### config.mk
export PLATFORM = sky130hd
export DESIGN_NAME = apb_bridge_top
export DESIGN_NICKNAME = d
export VERILOG_FILES = /design/src/verilog/apb_bridge_pkg.sv /design/src/verilog/apb_width_adapter.sv /design/src/verilog/apb_reg_bank.sv /design/src/verilog/apb_bridge_top.sv
export VERILOG_INCLUDE_DIRS = /design/src /design/src/verilog
export SDC_FILE = /design/constraint.sdc
export NUM_CORES = 1
export LEC_CHECK = 0
export BUFFER_PORTS_ARGS = -buffer_cell sky130_fd_sc_hd__buf_2
export CAP_MARGIN = 20
export CORE_MARGIN = 5
export CORE_UTILIZATION = 56
export DETAILED_ROUTE_END_ITERATION = 12
export GPL_TIMING_DRIVEN = 0
export PLACE_DENSITY = 0.84
export SLEW_MARGIN = 20
export SYNTH_ARGS = -nofsm -noshare
export SYNTH_HDL_FRONTEND = slang
export SYNTH_SLANG_ARGS = --single-unit
### constraint.sdc
create_clock -name clk -period 2.88 [get_ports clk]
set_input_delay 0.144 -clock clk [delete_from_list [all_inputs] [get_ports clk]]
set_output_delay 0.144 -clock clk [all_outputs]
set_load 0.05 [all_outputs]
### src/verilog/apb_bridge_cfg.svh
// bus widths and register bank size for the APB bridge, included wherever sizes are needed
`ifndef APB_BRIDGE_CFG_SVH
`define APB_BRIDGE_CFG_SVH

// byte address width on both sides
`define APB_ADDR_W 8

// requester side data width
`define APB_S_DATA_W 32

// completer side data width, must divide the requester width
`define APB_M_DATA_W 16

// halfword registers in the bank, 64 bytes in all
`define APB_REG_COUNT 32

`endif

### src/verilog/apb_bridge_pkg.sv
// shared vector types and the adapter FSM encoding for the APB bridge design
`include "apb_bridge_cfg.svh"

package apb_bridge_pkg;

    // byte address, same on both sides
    typedef logic [`APB_ADDR_W-1:0] addr_t;

    // requester side
    typedef logic [`APB_S_DATA_W-1:0] s_data_t;
    typedef logic [`APB_S_DATA_W/8-1:0] s_strb_t;

    // completer side
    typedef logic [`APB_M_DATA_W-1:0] m_data_t;
    typedef logic [`APB_M_DATA_W/8-1:0] m_strb_t;

    typedef enum logic {
        st_idle,
        st_data
    } adapter_state_t;

endpackage

### src/verilog/apb_width_adapter.sv
// APB to APB width adapter, passes through at equal widths and splits wide transfers otherwise
`include "apb_bridge_cfg.svh"

module apb_width_adapter #(
    parameter int S_DATA_W = `APB_S_DATA_W,
    parameter int M_DATA_W = `APB_M_DATA_W
) (
    input  logic                    clk,
    input  logic                    rst,

    // requester side
    input  apb_bridge_pkg::addr_t   s_paddr,
    input  logic                    s_psel,
    input  logic                    s_penable,
    input  logic                    s_pwrite,
    input  apb_bridge_pkg::s_data_t s_pwdata,
    input  apb_bridge_pkg::s_strb_t s_pstrb,
    output logic                    s_pready,
    output apb_bridge_pkg::s_data_t s_prdata,
    output logic                    s_pslverr,

    // completer side
    output apb_bridge_pkg::addr_t   m_paddr,
    output logic                    m_psel,
    output logic                    m_penable,
    output logic                    m_pwrite,
    output apb_bridge_pkg::m_data_t m_pwdata,
    output apb_bridge_pkg::m_strb_t m_pstrb,
    input  logic                    m_pready,
    input  apb_bridge_pkg::m_data_t m_prdata,
    input  logic                    m_pslverr
);
    import apb_bridge_pkg::*;

    if (S_DATA_W < M_DATA_W) begin : g_upsize_check
        $fatal(1, "apb_width_adapter: upsizing is not supported");
    end

    if (S_DATA_W % M_DATA_W != 0) begin : g_ratio_check
        $fatal(1, "apb_width_adapter: widths must divide evenly");
    end

    if (S_DATA_W != $bits(s_data_t) || M_DATA_W != $bits(m_data_t)) begin : g_type_check
        $fatal(1, "apb_width_adapter: parameters disagree with the bus types");
    end

    if (S_DATA_W == M_DATA_W) begin : g_bypass
        // same width, straight through
        assign m_paddr   = s_paddr;
        assign m_psel    = s_psel;
        assign m_penable = s_penable;
        assign m_pwrite  = s_pwrite;
        assign m_pwdata  = s_pwdata;
        assign m_pstrb   = s_pstrb;
        assign s_pready  = m_pready;
        assign s_prdata  = m_prdata;
        assign s_pslverr = m_pslverr;
    end else if (S_DATA_W > M_DATA_W) begin : g_downsize
        localparam int SEG_COUNT = S_DATA_W / M_DATA_W;
        localparam int SEG_W = $clog2(SEG_COUNT);
        localparam int M_STRB_W = M_DATA_W / 8;
        // clears the byte offset within a requester word
        localparam addr_t S_ADDR_MASK = ~addr_t'(S_DATA_W / 8 - 1);

        adapter_state_t   state;
        logic [SEG_W-1:0] seg;
        logic [SEG_W-1:0] seg_next;
        s_data_t          wdata_q;
        s_strb_t          wstrb_q;
        logic             pready_q;
        s_data_t          prdata_q;
        logic             pslverr_q;
        addr_t            paddr_q;
        logic             psel_q;
        logic             penable_q;
        logic             pwrite_q;
        m_data_t          pwdata_q;
        m_strb_t          pstrb_q;

        assign seg_next = seg + SEG_W'(1);

        always_ff @(posedge clk) begin
            pready_q <= 1'b0;
            case (state)
                st_idle: begin
                    // first requester access cycle starts the split
                    if (s_psel && s_penable && !pready_q) begin
                        wdata_q   <= s_pwdata;
                        wstrb_q   <= s_pstrb;
                        seg       <= '0;
                        paddr_q   <= s_paddr & S_ADDR_MASK;
                        pwrite_q  <= s_pwrite;
                        pwdata_q  <= s_pwdata[M_DATA_W-1:0];
                        pstrb_q   <= s_pstrb[M_STRB_W-1:0];
                        pslverr_q <= 1'b0;
                        psel_q    <= 1'b1;
                        state     <= st_data;
                    end
                end
                st_data: begin
                    penable_q <= 1'b1;
                    if (penable_q && m_pready) begin
                        prdata_q[seg*M_DATA_W +: M_DATA_W] <= m_prdata;
                        pslverr_q <= pslverr_q | m_pslverr;
                        penable_q <= 1'b0;
                        if (seg == SEG_W'(SEG_COUNT - 1)) begin
                            psel_q   <= 1'b0;
                            pready_q <= 1'b1;
                            state    <= st_idle;
                        end else begin
                            // psel stays up, next beat begins with its setup cycle
                            seg      <= seg_next;
                            paddr_q  <= paddr_q + addr_t'(M_STRB_W);
                            pwdata_q <= wdata_q[seg_next*M_DATA_W +: M_DATA_W];
                            pstrb_q  <= wstrb_q[seg_next*M_STRB_W +: M_STRB_W];
                        end
                    end
                end
                default: state <= st_idle;
            endcase

            if (rst) begin
                state     <= st_idle;
                seg       <= '0;
                pready_q  <= 1'b0;
                psel_q    <= 1'b0;
                penable_q <= 1'b0;
            end
        end

        assign s_pready  = pready_q;
        assign s_prdata  = prdata_q;
        assign s_pslverr = pslverr_q;
        assign m_paddr   = paddr_q;
        assign m_psel    = psel_q;
        assign m_penable = penable_q;
        assign m_pwrite  = pwrite_q;
        assign m_pwdata  = pwdata_q;
        assign m_pstrb   = pstrb_q;
    end

    a_penable_with_psel: assert property (
        @(posedge clk) disable iff (rst) m_penable |-> m_psel
    ) else $error("m_penable without m_psel");

    // each requester transfer completes with a single ready pulse
    a_pready_pulse: assert property (
        @(posedge clk) disable iff (rst) s_pready |=> !s_pready
    ) else $error("s_pready held for two cycles");

endmodule

### src/verilog/apb_reg_bank.sv
// 16-bit APB register bank with strobed writes, one wait state and an out-of-range error
`include "apb_bridge_cfg.svh"

module apb_reg_bank (
    input  logic                    clk,
    input  logic                    rst,
    input  apb_bridge_pkg::addr_t   paddr,
    input  logic                    psel,
    input  logic                    penable,
    input  logic                    pwrite,
    input  apb_bridge_pkg::m_data_t pwdata,
    input  apb_bridge_pkg::m_strb_t pstrb,
    output logic                    pready,
    output apb_bridge_pkg::m_data_t prdata,
    output logic                    pslverr
);
    import apb_bridge_pkg::*;

    localparam int LANES = $bits(m_strb_t);
    localparam int IDX_W = $clog2(`APB_REG_COUNT);
    localparam addr_t BANK_BYTES = addr_t'(`APB_REG_COUNT * LANES);

    m_data_t          regs [`APB_REG_COUNT];
    logic [IDX_W-1:0] idx;
    logic             in_range;
    logic             access_first;

    // halfword index, byte offset dropped
    assign idx = paddr[$clog2(LANES) +: IDX_W];
    assign in_range = paddr < BANK_BYTES;

    // pready is registered, so it is still low in the first access cycle
    assign access_first = psel && penable && !pready;

    always_ff @(posedge clk) begin
        pready <= access_first;
        if (access_first) begin
            pslverr <= !in_range;
            prdata  <= (in_range && !pwrite) ? regs[idx] : '0;
            if (in_range && pwrite) begin
                for (int b = 0; b < LANES; b++) begin
                    if (pstrb[b]) begin
                        regs[idx][b*8 +: 8] <= pwdata[b*8 +: 8];
                    end
                end
            end
        end

        if (rst) begin
            pready  <= 1'b0;
            pslverr <= 1'b0;
            for (int i = 0; i < `APB_REG_COUNT; i++) begin
                regs[i] <= '0;
            end
        end
    end

    // requester must hold the access phase until ready
    a_ready_in_access: assert property (
        @(posedge clk) disable iff (rst) pready |-> psel && penable
    ) else $error("pready outside an access phase");

endmodule

### src/verilog/apb_bridge_top.sv
// top level of the APB bridge, a 32-bit requester port reaching the 16-bit register bank
module apb_bridge_top (
    input  logic                    clk,
    input  logic                    rst,
    input  apb_bridge_pkg::addr_t   s_paddr,
    input  logic                    s_psel,
    input  logic                    s_penable,
    input  logic                    s_pwrite,
    input  apb_bridge_pkg::s_data_t s_pwdata,
    input  apb_bridge_pkg::s_strb_t s_pstrb,
    output logic                    s_pready,
    output apb_bridge_pkg::s_data_t s_prdata,
    output logic                    s_pslverr
);
    import apb_bridge_pkg::*;

    // narrow side between adapter and bank
    addr_t   m_paddr;
    logic    m_psel;
    logic    m_penable;
    logic    m_pwrite;
    m_data_t m_pwdata;
    m_strb_t m_pstrb;
    logic    m_pready;
    m_data_t m_prdata;
    logic    m_pslverr;

    apb_width_adapter apb_width_adapter_i (
        .clk       (clk),
        .rst       (rst),
        .s_paddr   (s_paddr),
        .s_psel    (s_psel),
        .s_penable (s_penable),
        .s_pwrite  (s_pwrite),
        .s_pwdata  (s_pwdata),
        .s_pstrb   (s_pstrb),
        .s_pready  (s_pready),
        .s_prdata  (s_prdata),
        .s_pslverr (s_pslverr),
        .m_paddr   (m_paddr),
        .m_psel    (m_psel),
        .m_penable (m_penable),
        .m_pwrite  (m_pwrite),
        .m_pwdata  (m_pwdata),
        .m_pstrb   (m_pstrb),
        .m_pready  (m_pready),
        .m_prdata  (m_prdata),
        .m_pslverr (m_pslverr)
    );

    apb_reg_bank apb_reg_bank_i (
        .clk     (clk),
        .rst     (rst),
        .paddr   (m_paddr),
        .psel    (m_psel),
        .penable (m_penable),
        .pwrite  (m_pwrite),
        .pwdata  (m_pwdata),
        .pstrb   (m_pstrb),
        .pready  (m_pready),
        .prdata  (m_prdata),
        .pslverr (m_pslverr)
    );

endmodule

[After elaboration in Yosys (flattened, before gate mapping)]
Memories as Yosys holds them, arrays and structs flattened. A register that Yosys moved wholly into a read port is not among the register bits.
Cells that the tools add are included.
Widths: inputs -> output; s select.
Word-level totals
  register bits after elaboration: 103
  input bits: 49
  word-level logic and storage cells: 88
  output and inout bits: 34
  memory bits (read-only): 0
  memories kept: 1
  memory bits (writable): 512
  bits in latches: 0
Cells by class
  reductions and logical operators: 18
  add/sub/neg operators: 3
  $lt $le $gt $ge: 1
  bitwise logic cells: 3
  div/mod/pow operators: 0
  shifts and indexed selects: 4
  mux-type cells: 39
  equality and inequality tests: 4
  multipliers: 0
Memories
  apb_reg_bank_i.regs: depth 32, bits a word 16, read ports 1, clocked after Yosys merged registers in 1, write ports 33, line apb_reg_bank.sv:23  | m_data_t regs [`APB_REG_COUNT];
Operators with widths (count)
  $mux 16: 3
  $neg 5->34: 1
  $shift 16x34->32 const A: 1
  $shiftx 16x34->32: 1
  $bwmux 32: 1
  $pmux 16 s2: 1
  $shiftx 32x6->16: 1
  $mux 8: 3
  $mux 1: 22
  $pmux 8 s2: 1
  $add 8x2->8 const B: 1
  $lt 8x7->1 const B: 1
  $pmux 1 s2: 4
  $logic_and 1x1->1: 7
  $mux 2: 3
  $ne 2x2->1 const B: 3
  $reduce_and 2->1: 3
  $reduce_and 3->1: 2
  $logic_not 1->1: 5
  $pmux 2 s2: 1
  $shiftx 4x3->2: 1
  $reduce_or 3->1: 1
  $ne 2x1->1 const B: 1
  $not 1->1: 2
  other kinds (2): 2

[Depth between registers and ports, before layout]
Gate-level depths: netlist (run 1).
  depth after elaboration: 5
  depth in mapped cells: 10
  mapped depth without buffers: 6

[By module]
A second synthesis (run 1) with hierarchy kept.
Unflattened totals
  cell total of the unflattened synthesis: 2563
  area, all modules: 28936.5 µm²
Modules (own cells, without submodules)
  apb_reg_bank: seq. area each 10770.3 µm², area each 25136.6 µm², instances 1, cells each 2320
  apb_width_adapter: seq. area each 2952.8 µm², area each 3799.9 µm², instances 1, cells each 243

[Worst setup path before layout (run 1)]
No wires, ideal clock.
  path type: register to register
  start point: register apb_width_adapter_i.g_downsize.state
  end point: register apb_width_adapter_i.g_downsize.paddr_q[1] (netlist: apb_width_adapter_i.m_paddr[1]) (enable)
  cell stages (with the launch flop): 4
  arrival: 2.530 ns
  data required time: 2.438 ns
  slack: -0.092 ns
  path buffers: 1
  library setup time: 0.442 ns
  period minus slack after synthesis: 2.972 ns
  cells stage by stage: dfxtp_1 > clkbuf_1 > nand3_1 > o21ai_0
Between the ends
  longest elaborated chain between the ends: 3
  elaborated cells on any way between the ends: 5
  those cells by class: 3 x eq/ne; 1 x bitwise; 1 x reduce/logical
Ends and longest elaborated chain
  start: declaration: line apb_width_adapter.sv:65  | adapter_state_t state;
  start signal: assignment: line apb_width_adapter.sv:97  | state <= st_data;
  start signal: assignment: line apb_width_adapter.sv:109  | state <= st_idle;
  start signal: assignment: line apb_width_adapter.sv:119  | default: state <= st_idle;
  $not 1->1 (no source line)
  $ne 2x1->1 (no source line)
  $reduce_and 3->1 (no source line) (*)
  end signal: assignment: line apb_width_adapter.sv:91  | paddr_q <= s_paddr & S_ADDR_MASK;
  end signal: assignment: line apb_width_adapter.sv:113  | paddr_q <= paddr_q + addr_t'(M_STRB_W);
  end: declaration: line apb_width_adapter.sv:73  | addr_t paddr_q;
Every way passes the cells marked *; elsewhere a longest branch is shown, timed or not.
A chain may end at the register's enable or synchronous reset.

[Worst setup path in the final report (run 1)]
  start point: register apb_width_adapter_i.g_downsize.paddr_q[1] (netlist: apb_width_adapter_i.m_paddr[1])
  end point: register apb_reg_bank_i.prdata[11] (read register of apb_reg_bank_i.regs) (data pin)
Between the ends
  longest elaborated chain between the ends: 3
Ends and longest elaborated chain
  $lt 8x7->1: line apb_reg_bank.sv:30  | assign in_range = paddr < BANK_BYTES;
  $logic_and 1x1->1: line apb_reg_bank.sv:39  | prdata <= (in_range && !pwrite) ? regs[idx] : '0;
  $logic_not 1->1 (no source line)
  end: declaration: line apb_reg_bank.sv:14  | output apb_bridge_pkg::m_data_t prdata,
Parallel ways exist; a longest one is shown, timed or not.

==> results of run 1 <==
-- layer usage --
metal  track usage [%]  vias to the layer above
met2              54.2                     1571
li1                  -                     9590
met1              42.4                    10880
met5                 0                        -
met3              7.35                      494
met4              24.2                        0
-- synth_stat cells, drive strengths merged --
| cell type | instances | share of area, % |
|---|---|---|
| mux2i | 786 | 29 |
| nor2 | 574 | 7.8 |
| dfxtp | 519 | 38 |
| clkbuf | 173 | 2.4 |
| o22ai | 128 | 2.9 |
| edfxtp | 111 | 12 |
| nor4 | 54 | 3.3 |
| buf | 41 | 0.82 |
| nand4 | 28 | 0.64 |
| a21oi | 25 | 0.45 |
| and2 | 19 | 0.43 |
| nor2b | 17 | 0.39 |
| a31oi | 16 | 0.36 |
| nand2 | 9 | 0.12 |
| nand3 | 6 | 0.13 |
| nand4bb | 6 | 0.25 |
| inv | 5 | 0.068 |
| ha | 4 | 0.18 |
| nand3b | 4 | 0.12 |
| nand4b | 4 | 0.13 |
| nor3b | 4 | 0.11 |
| or3b | 4 | 0.13 |
| or4b | 4 | 0.15 |
| xor2 | 4 | 0.13 |
| and3b | 3 | 0.096 |
| nor3 | 3 | 0.055 |
| o21ai | 3 | 0.055 |
| or3 | 3 | 0.068 |
| and3 | 1 | 0.023 |
| and4b | 1 | 0.036 |
| mux2 | 1 | 0.041 |
| nor4bb | 1 | 0.036 |
| o21a | 1 | 0.027 |
| or4 | 1 | 0.027 |
| xnor2 | 1 | 0.032 |
-- worst max-delay path, cell delays in order (launching register included) --
cell and delay, ns:
edfxtp_1 0.50, clkbuf_2 0.25, clkbuf_2 0.29, buf_4 0.37, mux2i_1 0.30, o22ai_1 0.22, nor4_1 0.74, a31oi_1 0.18
-- power groups by stage --
stage          clock network [W]  logic [W]  registers [W]
4_1_cts                  0.00829   0.000926        0.00907
3_3_place_gp                   0   0.000846        0.00926
2_1_floorplan                  0   0.000503        0.00923
6_report                 0.00834   0.000996        0.00907
5_1_grt                  0.00868    0.00101        0.00906
3_5_place_dp                   0   0.000861        0.00926
-- how the worst min path moves through the flow --
stage                       from                                    endpoint  slack, ns  cells after the start
CTS                       s_psel                  apb_width_adapter_i.m_psel       0.05                      4
floorplan            s_pwdata[0]   apb_width_adapter_i.g_downsize.wdata_q[0]       0.24                      0
finish                    s_psel                  apb_width_adapter_i.m_psel       0.11                      4
detailed placement  s_pwdata[18]  apb_width_adapter_i.g_downsize.wdata_q[18]       0.32                      1
global placement    s_pwdata[19]  apb_width_adapter_i.g_downsize.wdata_q[19]       0.32                      1
global route              s_psel                  apb_width_adapter_i.m_psel       0.15                      4
-- flip-flops by register name, indices dropped and copies added, names as in the netlist --
register / flops
apb_reg_bank_i.regs: 512
apb_width_adapter_i.g_downsize.wdata_q: 32
apb_width_adapter_i.s_prdata: 32
apb_reg_bank_i.prdata: 16
apb_width_adapter_i.m_pwdata: 16
apb_width_adapter_i.m_paddr: 7
apb_width_adapter_i.g_downsize.wstrb_q: 4
apb_width_adapter_i.m_pstrb: 2
apb_reg_bank_i.pready: 1
apb_reg_bank_i.pslverr: 1
apb_width_adapter_i.g_downsize.seg: 1
apb_width_adapter_i.g_downsize.state: 1
apb_width_adapter_i.m_penable: 1
apb_width_adapter_i.m_psel: 1
apb_width_adapter_i.m_pwrite: 1
apb_width_adapter_i.s_pready: 1
apb_width_adapter_i.s_pslverr: 1
-- kinds of logic after synthesis --
logic type,synth area share (%)
AOI/OAI and AO/OA,3.81
xor gates and xnor gates,0.159
adders and majority gates,0.182
buffers and inverters,3.26
DFF,49.9
muxes,28.6
and+or+nand+nor,14.1
-- final cells by class --
cell class	count	share of cell area [%]
multi-input combinational	1715	40.4
clock buffer	72	5.11
buffer	208	3.06
antenna	2	0.0154
inverter	5	0.0577
timing repair buffer	202	5.44
clock inverter	31	1.18
sequential	630	42.2
tap	664	2.56
-- cells in the final DEF (no fill, tap or decap), drive strengths merged, types with 2 or more instances in the layout --
cell type and count:
clkdlybuf4s15 6, nor2b 17, nor2 574, or3b 4, nand4 28, nand4bb 6
and3b 3, xor2 4, o21ai 3, nor4 54, nand2 9, or3 3
dlygate4sd3 45, diode 2, or4b 4, buf 190, nand3 6, a21oi 25
clkbuf 241, o22ai 128, a31oi 16, ha 4, clkinvlp 5, inv 6
clkinv 16, edfxtp 111, and2 19, mux2i 786, nor3b 4, nand4b 4
nor3 3, bufinv 9, nand3b 4, dfxtp 519
-- metrics by stage --
stage	power (W)	setup WS, ns	std cells
final	0.0184	-0.252	3529
after global routing	0.0187	-0.0250	3527
after CTS	0.0183	-0.00122	3511
after detailed placement	0.0101	-1.00	3308
after global placement	0.0101	-0.959	3307
after floorplan	0.00973	0.193	2564
-- repair_timing --
item | CTS | global route
pin swaps | 47 | 10
setup buffers | 58 | 19
resized for setup | 95 | 28
hold endpoints to repair | 62 | 0
setup endpoints to repair | 414 | 316
hold buffers | 45 | 0
==> results.sh, run 1 <==
export IMPL_clkPwrFrac_pct=45.3
export IMPL_final_area_mm2=0.0325
export IMPL_r2r_slack_ns=-0.25
export IMPL_worstSetupEndpointType="flip-flop"
export IMPL_rr_endpoint="apb_reg_bank_i.prdata[11]"
export IMPL_wl_met2_um=42300
export IMPL_ir_drop_mv=0.466
export IMPL_clock_sinks=630
export IMPL_met1_length_um=35000
export IMPL_viasPerCell=6.39
export IMPL_critical_path_class="flip-flop to flip-flop"
export IMPL_routed_top_layer="met4"
export IMPL_critPathMaxFanout=10
export IMPL_status="complete, but fails checks"
export IMPL_rows=81
export IMPL_grt_pass1_vias=22569
export IMPL_avgRoutedWirePerCell_um=27.2
export IMPL_postRouteAntennaNets=0
export IMPL_power_switching_w=0.00427
export IMPL_gr_total_overflow=0
export IMPL_p_seq_share_pct=49.3
export IMPL_min_period_over_period_pct=109
export IMPL_r2r_start="apb_width_adapter_i.m_paddr[1]"
export IMPL_wl_um=96100
export IMPL_met3_length_um=10100
export IMPL_grt_first_pass_wirelength_um=140000
export IMPL_start_kind="flip-flop"
export IMPL_hold_viol_final=0
export IMPL_insertion_delay_ns=0.65
export IMPL_die_h_um=232
export IMPL_antenna_found_initial=2
export IMPL_drt_initial_drc_count=2748
export IMPL_nNetsFinal=2876
export IMPL_final_setup_tns_ns=-1.31
export IMPL_htreeDepth=2
export IMPL_dpl_instance_area_mm2=0.0288
export IMPL_pwr_density_cell_mw_per_mm2=566
export IMPL_grtUsageTotal_pct=34.5
export IMPL_intPower_w=0.0141
export IMPL_clockRootBuffer="clkbuf_16"
export IMPL_worst_r2r_path_depth=7
export IMPL_num_vias=22535
export IMPL_critPathRequiredTime_ns=3.23
export IMPL_violations="negative setup slack"
export IMPL_syn_inst=2564
export IMPL_tightestPinTransition_ns=1.16
export IMPL_slew_headroom_pct=22.5
export IMPL_drive_gt1_share_pct=13.5
export IMPL_routabilityCongestion=1.05
export IMPL_synth_seq_cells=630
export IMPL_syn_nets=2617
export IMPL_dp_hpwl_um=65900
export IMPL_syn_cell_area_mm2=0.0275
export IMPL_yosysWarnings=0
export IMPL_crit_start="apb_width_adapter_i.m_paddr[1]"
export IMPL_arrival_ns=3.48
export IMPL_p_sw_share_pct=23.2
export IMPL_fillers=3446
export IMPL_multi_input_area_mm2=0.0131
export IMPL_drv_cap=0
export IMPL_clk_pin_slew_worst_paths_ns=0.06
export IMPL_start_util_pct=56.4
export IMPL_io_pins=83
export IMPL_p_leak_nw=13.1
export IMPL_drc_errors=0
export IMPL_synth_cell_types=44
export IMPL_ys_seq_area_share_pct=49.9
export IMPL_die_w_um=232
export IMPL_setup_worst_path_end="apb_reg_bank_i.prdata[11]"
export IMPL_holdWs_ns=0.107
export IMPL_cts_buffers=61
export IMPL_fmax_mhz=319
export IMPL_clockBufferDepth=3
export IMPL_post_route_min_period_ns=3.13
export IMPL_syn_avg_cell_area_um2=10.7
export IMPL_fin_skew_ns=0.0278
export IMPL_cts_tree="done"
export IMPL_final_max_slew_violation_count=0
export IMPL_core_area_mm2=0.0487
export IMPL_hold_path_class="input pin to flip-flop"
export IMPL_final_core_util_pct=66.7
export IMPL_areaGrowthSynthToFinish_pct=18.2
export IMPL_setup_violations=15
export IMPL_regArea_mm2=0.0137
export IMPL_comb_power_share_pct=5.4
export IMPL_io_buffers=79
export IMPL_fin_ws_ns=-0.252
export IMPL_grt_max_degree=38
export IMPL_drt_first_pass_iters=6
export IMPL_die_area_mm2=0.0537
Note: power is estimated with default switching activity, not from simulation.
==> run 2: changes to the inputs <==
--- a/config.mk
+++ b/config.mk
@@ -13,6 +13,7 @@
 export DETAILED_ROUTE_END_ITERATION = 12
 export GPL_TIMING_DRIVEN = 0
 export PLACE_DENSITY = 0.84
+export RECOVER_POWER = 100
 export SLEW_MARGIN = 20
 export SYNTH_ARGS = -nofsm -noshare
 export SYNTH_HDL_FRONTEND = slang
==> results.sh, run 2 (same netlist as run 1, synthesis figures left out) <==
export IMPL_status="complete, but fails checks"
export IMPL_violations="negative setup slack"
export IMPL_clkPwrFrac_pct=45.4
export IMPL_core_area_mm2=0.0487
export IMPL_drc_errors=0
export IMPL_io_pins=83
export IMPL_setup_violations=13
export IMPL_ir_drop_mv=0.472
export IMPL_postRouteAntennaNets=0
export IMPL_htreeDepth=2
export IMPL_slew_headroom_pct=5.84
export IMPL_hold_viol_final=0
export IMPL_pwr_density_cell_mw_per_mm2=568
export IMPL_power_switching_w=0.00428
export IMPL_critPathMaxFanout=10
export IMPL_arrival_ns=3.44
export IMPL_slowest_delay_ns=0.74
export IMPL_dpl_instance_area_mm2=0.0288
export IMPL_grt_first_pass_wirelength_um=140000
export IMPL_fmax_mhz=324
export IMPL_worst_r2r_path_depth=7
export IMPL_drv_cap=0
export IMPL_final_common_cell="mux2i_1"
export IMPL_grtUsageTotal_pct=34.5
export IMPL_cts_buffers=61
export IMPL_critPathRequiredTime_ns=3.23
export IMPL_critical_path_class="flip-flop to flip-flop"
export IMPL_largest_reg_flops=512
export IMPL_viasPerCell=6.36
export IMPL_gr_total_overflow=0
export IMPL_fin_ws_ns=-0.210
export IMPL_insertion_delay_ns=0.65
export IMPL_cts_tree="done"
export IMPL_nNetsFinal=2876
export IMPL_tightestPinTransition_ns=1.41
export IMPL_p_sw_share_pct=23.2
export IMPL_die_h_um=232
export IMPL_drt_first_pass_iters=6
export IMPL_power_w=0.0184
export IMPL_final_cell_mix="mux2i_1, nor2_1, dfxtp_1"
export IMPL_grt_max_degree=38
export IMPL_final_area_mm2=0.0324
export IMPL_start_util_pct=56.4
export IMPL_clockBufferDepth=3
export IMPL_post_route_min_period_ns=3.09
export IMPL_hold_path_class="input pin to flip-flop"
export IMPL_antenna_found_initial=2
export IMPL_wl_um=95800
export IMPL_routabilityCongestion=1.05
export IMPL_p_seq_share_pct=49.3
export IMPL_die_area_mm2=0.0537
export IMPL_fin_skew_ns=0.0278
export IMPL_grt_pass1_vias=22569
export IMPL_avgRoutedWirePerCell_um=27.2
export IMPL_comb_power_share_pct=5.4
export IMPL_min_period_over_period_pct=107
export IMPL_worstSetupEndpointType="flip-flop"
export IMPL_start_kind="flip-flop"
export IMPL_p_leak_nw=13.0
export IMPL_io_buffers=79
export IMPL_clock_sinks=630
export IMPL_die_w_um=232
export IMPL_rows=81
export IMPL_final_max_slew_violation_count=0
export IMPL_areaGrowthSynthToFinish_pct=17.9
export IMPL_num_vias=22447
export IMPL_holdPathStages=4
export IMPL_drive_gt1_share_pct=11.6
export IMPL_intPower_w=0.0141
export IMPL_dp_hpwl_um=65900
export IMPL_crit_path_frequent_cell="clkbuf_2"
export IMPL_clockRootBuffer="clkbuf_16"
export IMPL_critPathSlowestCell="nor4_1"
export IMPL_clk_pin_slew_worst_paths_ns=0.06
export IMPL_worstPathCellList="clkbuf_2, clkbuf_2, buf_4, mux2i_1, o22ai_1, nor4_1, a31oi_1"
export IMPL_top_register="apb_reg_bank_i.regs"
export IMPL_fillers=3483
export IMPL_drt_initial_drc_count=2607
[run 2: final cells by class]
class                      instances  area, µm²  share of cell area, %
clock inverter                    31        384                   1.18
inverter                           5       18.8                 0.0579
tap                              664        831                   2.56
clock buffer                      72       1660                   5.12
buffer                           208        996                   3.07
multi-input combinational       1715      13100                   40.4
sequential                       630      13700                   42.3
timing repair buffer             202       1700                   5.25
antenna                            2       5.00                 0.0154
[run 2: repair_timing]
action	4_1_cts	5_1_grt
buffers inserted	58	19
cloned	0	0
endpoints found under the setup margin	414	316
gates resized for setup	95	28
hold buffers	45	0
pin swaps	47	10
endpoints found under the hold margin	62	0
[run 2: critical path, delay by kind of cell (launching register included)]
kind	cells	cell delay, ns
muxes	1	0.31
and+or+nand+nor	1	0.74
AOI/OAI and AO/OA	2	0.40
buffers and inverters	3	0.88
DFF	1	0.47
[run 2: metrics by stage]
| step | setup slack, ns | util, % | TNS, ns | instances | hold WS, ns |
|---|---|---|---|---|---|
| after detailed placement | -1.00 | 59.0 | -234.13 | 3308 | 0.322 |
| after CTS | -0.00122 | 66.2 | -0.00122 | 3511 | 0.0545 |
| final | -0.210 | 66.5 | -0.797 | 3529 | 0.104 |
| after global routing | -0.0250 | 66.5 | -0.0680 | 3527 | 0.129 |
| after floorplan | 0.193 | - | 0 | 2564 | 0.243 |
| after global placement | -0.959 | 58.9 | -212.85 | 3307 | 0.322 |
[run 2: metal layers]
metal  share of wire (%)  GRT usage (%)  wire length, µm  vias up
met3                  11           7.35            10100      445
met5               0.014              0               13        -
met2                  44           54.2            42500     1519
li1                    -              -                -     9595
met1                  36           42.4            34900    10886
met4                 8.8           24.2             8400        2
[run 2: final timing paths]
| kind | startpoint | end | slack (ns) |
|---|---|---|---|
| setup reg to reg | apb_width_adapter_i.m_paddr[1] | apb_reg_bank_i.prdata[11] | -0.21 |
| hold / removal | s_psel | apb_width_adapter_i.m_psel | 0.10 |
| hold reg to reg | apb_reg_bank_i.regs[24][5] | apb_reg_bank_i.regs[24][5] | 0.49 |
| setup / recovery | apb_width_adapter_i.m_paddr[1] | apb_reg_bank_i.prdata[11] | -0.21 |
[run 2: power groups by stage]
stage | logic (W) | registers [W] | clock network (W)
global route | 0.00100 | 0.00907 | 0.00868
global placement | 0.000846 | 0.00926 | 0
detailed placement | 0.000861 | 0.00926 | 0
finish | 0.000992 | 0.00907 | 0.00835
CTS | 0.000926 | 0.00907 | 0.00829
floorplan | 0.000503 | 0.00923 | 0
